[config.mk]
export PLATFORM = sky130hd
export DESIGN_NAME = decode_stage
export DESIGN_NICKNAME = d
export VERILOG_FILES = /design/src/verilog/rv_core_pkg.sv /design/src/verilog/control.sv /design/src/verilog/decode_stage.sv /design/src/verilog/imm_gen.sv
export SDC_FILE = /design/constraint.sdc
export NUM_CORES = 1
export LEC_CHECK = 0
export BUFFER_PORTS_ARGS = -buffer_cell sky130_fd_sc_hd__buf_2
export CAP_MARGIN = 10
export CORE_MARGIN = 1
export CORE_UTILIZATION = 51
export DETAILED_ROUTE_END_ITERATION = 6
export PLACE_DENSITY_LB_ADDON = 0.25
export SETUP_SLACK_MARGIN = 0.3
export SYNTH_ARGS = -nofsm -noshare
export SYNTH_HDL_FRONTEND = slang
export SYNTH_HIERARCHICAL = 1
export SYNTH_SLANG_ARGS = --single-unit
export TNS_END_PERCENT = 5
[constraint.sdc]
create_clock -name clk -period 0.8 [get_ports clk]
set_input_delay 0.04 -clock clk [delete_from_list [all_inputs] [get_ports clk]]
set_output_delay 0.04 -clock clk [all_outputs]
set_load 0.005 [all_outputs]
[src/verilog/rv_core_pkg.sv]
`default_nettype none

package rv_core_pkg;

        localparam int xlen        = 32;
        localparam int reg_addr_w  = 5;
        localparam int dmem_words  = 64;
        localparam int dmem_addr_w = 6;

        localparam logic [6:0] op_lui    = 7'b0110111;
        localparam logic [6:0] op_branch = 7'b1100011;
        localparam logic [6:0] op_load   = 7'b0000011;
        localparam logic [6:0] op_store  = 7'b0100011;
        localparam logic [6:0] op_imm    = 7'b0010011;
        localparam logic [6:0] op_reg    = 7'b0110011;

        typedef struct packed {
                logic [6:0]            funct7;
                logic [reg_addr_w-1:0] rs2;
                logic [reg_addr_w-1:0] rs1;
                logic [2:0]            funct3;
                logic [reg_addr_w-1:0] rd;
                logic [6:0]            opcode;
        } r_fmt_t;

        typedef struct packed {
                logic [11:0]           imm_11_0;
                logic [reg_addr_w-1:0] rs1;
                logic [2:0]            funct3;
                logic [reg_addr_w-1:0] rd;
                logic [6:0]            opcode;
        } i_fmt_t;

        typedef struct packed {
                logic [6:0]            imm_11_5;
                logic [reg_addr_w-1:0] rs2;
                logic [reg_addr_w-1:0] rs1;
                logic [2:0]            funct3;
                logic [4:0]            imm_4_0;
                logic [6:0]            opcode;
        } s_fmt_t;

        typedef struct packed {
                logic                  imm_12;
                logic [5:0]            imm_10_5;
                logic [reg_addr_w-1:0] rs2;
                logic [reg_addr_w-1:0] rs1;
                logic [2:0]            funct3;
                logic [3:0]            imm_4_1;
                logic                  imm_11;
                logic [6:0]            opcode;
        } b_fmt_t;

        typedef struct packed {
                logic [19:0]           imm_31_12;
                logic [reg_addr_w-1:0] rd;
                logic [6:0]            opcode;
        } u_fmt_t;

        // five views of one instruction word
        typedef union packed {
                r_fmt_t r_fmt;
                i_fmt_t i_fmt;
                s_fmt_t s_fmt;
                b_fmt_t b_fmt;
                u_fmt_t u_fmt;
        } instruction_t;

        typedef enum logic [2:0] {
                R_TYPE,
                I_TYPE,
                S_TYPE,
                B_TYPE,
                U_TYPE,
                J_TYPE
        } encoding_t;

        typedef enum logic [3:0] {
                ALU_ADD,
                ALU_SUB,
                ALU_AND,
                ALU_OR,
                ALU_XOR,
                ALU_SHIFT_LEFT,
                ALU_SHIFT_RIGHT,
                ALU_SHIFT_RIGHT_AR,
                ALU_LESS_THAN_SIGNED,
                ALU_LESS_THAN_UNSIGNED,
                ALU_PASS_B
        } alu_op_t;

        typedef struct packed {
                alu_op_t               alu_op;
                encoding_t             encoding;
                logic                  alu_src;    // imm as operand b
                logic                  mem_read;
                logic                  mem_write;
                logic                  is_branch;
                logic                  reg_write;
                logic [reg_addr_w-1:0] write_back_id;
        } control_t;

        typedef struct packed {
                logic                  valid;
                control_t              ctrl;
                logic [reg_addr_w-1:0] rs1;
                logic [reg_addr_w-1:0] rs2;
                logic [2:0]            funct3;
                logic [xlen-1:0]       imm;
        } decoded_t;

        typedef struct packed {
                logic                  valid;
                logic                  reg_write;
                logic                  mem_write;
                logic                  branch_taken;
                logic [reg_addr_w-1:0] rd;
                logic [xlen-1:0]       data;
        } wb_t;

endpackage

`default_nettype wire
[src/verilog/control.sv]
`timescale 1ns/100ps
`default_nettype none

module control import rv_core_pkg::*; (
        input  wire instruction_t instruction,
        output control_t          control
);

        control_t   ctrl;
        logic       supported;
        logic [6:0] funct7;
        logic [2:0] funct3;

        assign funct7 = instruction.r_fmt.funct7;
        assign funct3 = instruction.r_fmt.funct3;

        // funct3 map shared by OP and OP-IMM
        function automatic alu_op_t arith_op(input logic [2:0] f3, input logic alt,
                                             input logic sub_ok);
                case (f3)
                3'b000: arith_op = (alt && sub_ok) ? ALU_SUB : ALU_ADD;
                3'b001: arith_op = ALU_SHIFT_LEFT;
                3'b010: arith_op = ALU_LESS_THAN_SIGNED;
                3'b011: arith_op = ALU_LESS_THAN_UNSIGNED;
                3'b100: arith_op = ALU_XOR;
                3'b101: arith_op = alt ? ALU_SHIFT_RIGHT_AR : ALU_SHIFT_RIGHT;
                3'b110: arith_op = ALU_OR;
                default: arith_op = ALU_AND;
                endcase
        endfunction

        always_comb begin
                ctrl = '0;
                supported = 1'b0;
                ctrl.write_back_id = instruction.r_fmt.rd;

                case (instruction.r_fmt.opcode)
                op_lui: begin
                        ctrl.encoding = U_TYPE;
                        ctrl.alu_op = ALU_PASS_B;
                        ctrl.alu_src = 1'b1;
                        ctrl.reg_write = 1'b1;
                        supported = 1'b1;
                end
                op_branch: begin
                        ctrl.encoding = B_TYPE;
                        ctrl.alu_op = ALU_SUB;     // compare against rs2
                        ctrl.is_branch = 1'b1;
                        supported = (funct3[2:1] != 2'b01);
                end
                op_load: begin
                        ctrl.encoding = I_TYPE;
                        ctrl.alu_op = ALU_ADD;
                        ctrl.alu_src = 1'b1;
                        ctrl.mem_read = 1'b1;
                        ctrl.reg_write = 1'b1;
                        supported = (funct3 == 3'b010);  // lw only
                end
                op_store: begin
                        ctrl.encoding = S_TYPE;
                        ctrl.alu_op = ALU_ADD;
                        ctrl.alu_src = 1'b1;
                        ctrl.mem_write = 1'b1;
                        supported = (funct3 == 3'b010);  // sw only
                end
                op_imm: begin
                        ctrl.encoding = I_TYPE;
                        ctrl.alu_op = arith_op(funct3, funct7[5], 1'b0);
                        ctrl.alu_src = 1'b1;
                        ctrl.reg_write = 1'b1;
                        if (funct3 == 3'b001)
                                supported = (funct7 == 7'b0000000);
                        else if (funct3 == 3'b101)
                                supported = (funct7 == 7'b0000000) || (funct7 == 7'b0100000);
                        else
                                supported = 1'b1;
                end
                op_reg: begin
                        ctrl.encoding = R_TYPE;
                        ctrl.alu_op = arith_op(funct3, funct7[5], 1'b1);
                        ctrl.reg_write = 1'b1;
                        // funct7 0000001 is the M extension
                        supported = (funct7 == 7'b0000000) ||
                                    (funct7 == 7'b0100000 &&
                                     (funct3 == 3'b000 || funct3 == 3'b101));
                end
                default: begin
                        supported = 1'b0;
                end
                endcase
        end

        assign control = supported ? ctrl : '0;   // nothing leaks from unknown words

endmodule

`default_nettype wire

[src/verilog/decode_stage.sv]
`timescale 1ns/100ps
`default_nettype none

module decode_stage import rv_core_pkg::*; (
        input  wire logic          clk,
        input  wire logic          rst_n,
        input  wire logic          instr_valid,
        input  wire instruction_t  instruction,
        output decoded_t           decoded
);

        control_t        ctrl;
        logic [xlen-1:0] imm;

        control u_control (
                .instruction (instruction),
                .control     (ctrl)
        );

        imm_gen u_imm_gen (
                .instruction (instruction),
                .encoding    (ctrl.encoding),
                .imm         (imm)
        );

        always_ff @(posedge clk or negedge rst_n) begin
                if (!rst_n) begin
                        decoded <= '0;
                end else begin
                        decoded.valid <= instr_valid;
                        decoded.ctrl <= ctrl;
                        decoded.rs1 <= instruction.r_fmt.rs1;
                        decoded.rs2 <= instruction.r_fmt.rs2;
                        decoded.funct3 <= instruction.r_fmt.funct3;
                        decoded.imm <= imm;
                end
        end

endmodule

`default_nettype wire

[src/verilog/imm_gen.sv]
`timescale 1ns/100ps
`default_nettype none

module imm_gen import rv_core_pkg::*; (
        input  wire instruction_t  instruction,
        input  wire encoding_t     encoding,
        output logic [xlen-1:0]    imm
);

        always_comb begin
                case (encoding)
                I_TYPE: begin
                        imm = {{20{instruction.i_fmt.imm_11_0[11]}},
                               instruction.i_fmt.imm_11_0};
                end
                S_TYPE: begin
                        imm = {{20{instruction.s_fmt.imm_11_5[6]}},
                               instruction.s_fmt.imm_11_5,
                               instruction.s_fmt.imm_4_0};
                end
                B_TYPE: begin
                        // bit 0 always zero
                        imm = {{20{instruction.b_fmt.imm_12}},
                               instruction.b_fmt.imm_11,
                               instruction.b_fmt.imm_10_5,
                               instruction.b_fmt.imm_4_1,
                               1'b0};
                end
                U_TYPE: begin
                        imm = {instruction.u_fmt.imm_31_12, 12'b0};
                end
                default: begin
                        imm = '0;     // R type has no immediate
                end
                endcase
        end

endmodule

`default_nettype wire

==> reports/results.ini <==
[detailed_routing]
routed_wirelength_um=7520
ant_nets=0
drc=9
via_per_inst=5.58
num_vias=2236
wl_per_cell_um=18.7
drt-initial-drc-count=241
first_pass_iters=7

[clock_network]
cts_root_buf=clkbuf_8
htree_levels=3
cts_tree=built
clk_path_buf_depth=2
cts_buffers=9
cts.sinks=63
clk_pin_slew_ps=70

[cells_and_area]
finalInstanceArea_mm2=0.00387
areaGrowthSynthToFinish_pct=57.8
mostFrequentLayoutCell=buf_2
instances_no_fill=401
top_regs=decoded: 63 flops
mostFrequentLayoutCells=buf_2, dfrtp_1, buf_4
drive_gt1_share_pct=56.4
largest_reg_flops=63
top_register=decoded
n_antenna_cell=0
final_net_count=379

[timing]
relSlewSlack_pct=66.8
fin_crit_ps=1750
finalSetupTns_ps=-39550
setup_viol=111
rsz0062_at_grt=true
fmax_mhz=572
holdWs_ps=-301
report.final.slew_viol_count=0
fin_crit_sh_pct=219
worst_slack_ps=-949
worst_slew_pin_slew_ps=498
hold_viol=83

[power]
switchingPower_mw=1.60
p_int_mw=5.28
seqPwrFrac_pct=47.1
leakagePower_nw=2.03
clockPowerShare_pct=43.1
max-vdd-ir-drop_mv=1.35
power_density_mw_per_mm2=1780
sw_frac_of_total_pct=23.3
combPwrFrac_pct=9.7

[setup_path]
path_max_fanout=9
arrival_ps=1960
critPathLaunchType=input port
path_class=input port to flop
cp.required_ps=1020
cp-end-kind=flop

[global_routing]
overflow=0
grt_usage_pct=25.6
antenna_found_initial=0
grt_pass1_vias=2039
grt_max_degree=64
grt_pass1_wl_um=9760

[yosys]
synth_edf_count=0
ys_seq_area_share_pct=64.3
mappedNetlistArea_mm2=0.00245
synthesis.nets=221
synthCells=186
synth-main-ff-cell=dfrtp_1
ys_seq_elements=63
avgSynthCellArea_um2=13.2
synth_async_sr_flop_share_pct=100
yosys_warnings=6
ys_types=43

[floorplanning]
core_area_mm2=0.00447
rows=24
die_h_um=71.4
start_util_pct=54.8
io_pins=98
die_width_um=71.4
die_area_mm2=0.00509

[placement]
dp_hpwl_um=3860
gp_congestion=0.914
placed_area_mm2=0.00317
dp.cells=358
numPortBuffers=97
dp_slack_ps=-1700

[status]
outcome=finished with violations
violations=DRC, hold timing, setup timing

[flow_run]
maxCapViolations=0

[worst_hold_path]
hp-class=input port to asynchronous set/reset pin

[cell type report]
cell class / count / area [µm²]
multi-input cells: 110 / 915
flip-flops and latches: 63 / 1580
well taps: 52 / 65.1
fillers: 224 / 602
clock buffers: 9 / 124
inverters: 3 / 11.3
repair buffers: 157 / 1090
clock inverters: 7 / 87.6
[per-layer routing]
| metal | GRT usage (%) | up-vias | share of wire (%) | wire [µm] |
|---|---|---|---|---|
| met5 | 0 | - | 0 | 0 |
| met4 | 9.78 | 0 | 2.0 | 148 |
| met3 | 5.34 | 21 | 5.5 | 411 |
| met2 | 44.0 | 113 | 53 | 3990 |
| met1 | 31.9 | 1113 | 39 | 2960 |
| li1 | - | 989 | - | - |
[stage by stage]
stage               utilization, %  power, mW
finish                        86.5       6.88
global route                  86.5       7.08
CTS                           80.6       6.77
floorplan                        -       3.49
global placement              70.9       3.84
detailed placement            70.9       3.84
[final timing paths]
check,startpoint,endpoint,slack [ps],cells after the start
setup / recovery,instruction[3],decoded[17],-950,10
hold / removal,rst_n,decoded[42],-300,2
max in group asynchronous,rst_n,decoded[53],830,2
min in group clk,instruction[20],decoded[35],-160,1
[synthesized netlist by cell type (2+ instances only)]
master,n,share of area (%)
buf_2,3,0.61
dfrtp_1,63,64
and3_2,4,1.2
nor4_1,2,0.51
inv_1,3,0.46
nor2b_1,5,1.3
o21ai_0,3,0.61
nand3_1,4,0.82
a22o_1,19,6.8
nand3b_1,7,2.1
nor2_1,8,1.2
and2_1,6,1.5
clkbuf_8,2,1.1
a31oi_1,4,1.0
buf_6,5,2.3
nor3_1,4,0.82
dlygate4sd1_1,2,0.71
nand2_1,9,1.4
a21oi_1,9,1.8
[power by group through the flow]
stage / clock [mW] / combinational [mW] / sequential [mW]
finish: 2.97 / 0.669 / 3.24
global route: 3.13 / 0.714 / 3.24
CTS: 2.94 / 0.585 / 3.24
detailed placement: 0 / 0.540 / 3.30
global placement: 0 / 0.538 / 3.30
floorplan: 0 / 0.176 / 3.31
[critical path, cell delays in order]
cell and delay [ps]:
buf_6 90, nand3b_1 170, or4_4 450, a311oi_2 240, a311o_2 190, and3_4 250
buf_4 140, nor3b_4 50, buf_12 140, a22o_1 180
[cells by family (layout without fill, tap and decap cells)]
kind of cell / count (synthesis) / in the layout / share of synthesized area [%]
AO/OA/AOI/OAI: 45 / 48 / 14.2
multiplexers: 1 / 1 / 0.408
XOR/XNOR: 2 / 2 / 0.714
AND/OR/NAND/NOR: 58 / 59 / 14.3
buffers and inverters: 17 / 176 / 6.12
flip-flops: 63 / 63 / 64.3
[what timing repair did]
item                                   4_1_cts  5_1_grt
endpoints found under the hold margin       96       95
buffers inserted                             7        8
resized for setup                           23       18
hold buffers                                 1        5
setup endpoints to repair                  112      112
cloned                                       4        2
pin swaps                                   14        6
(Power assumes the default switching activity.)
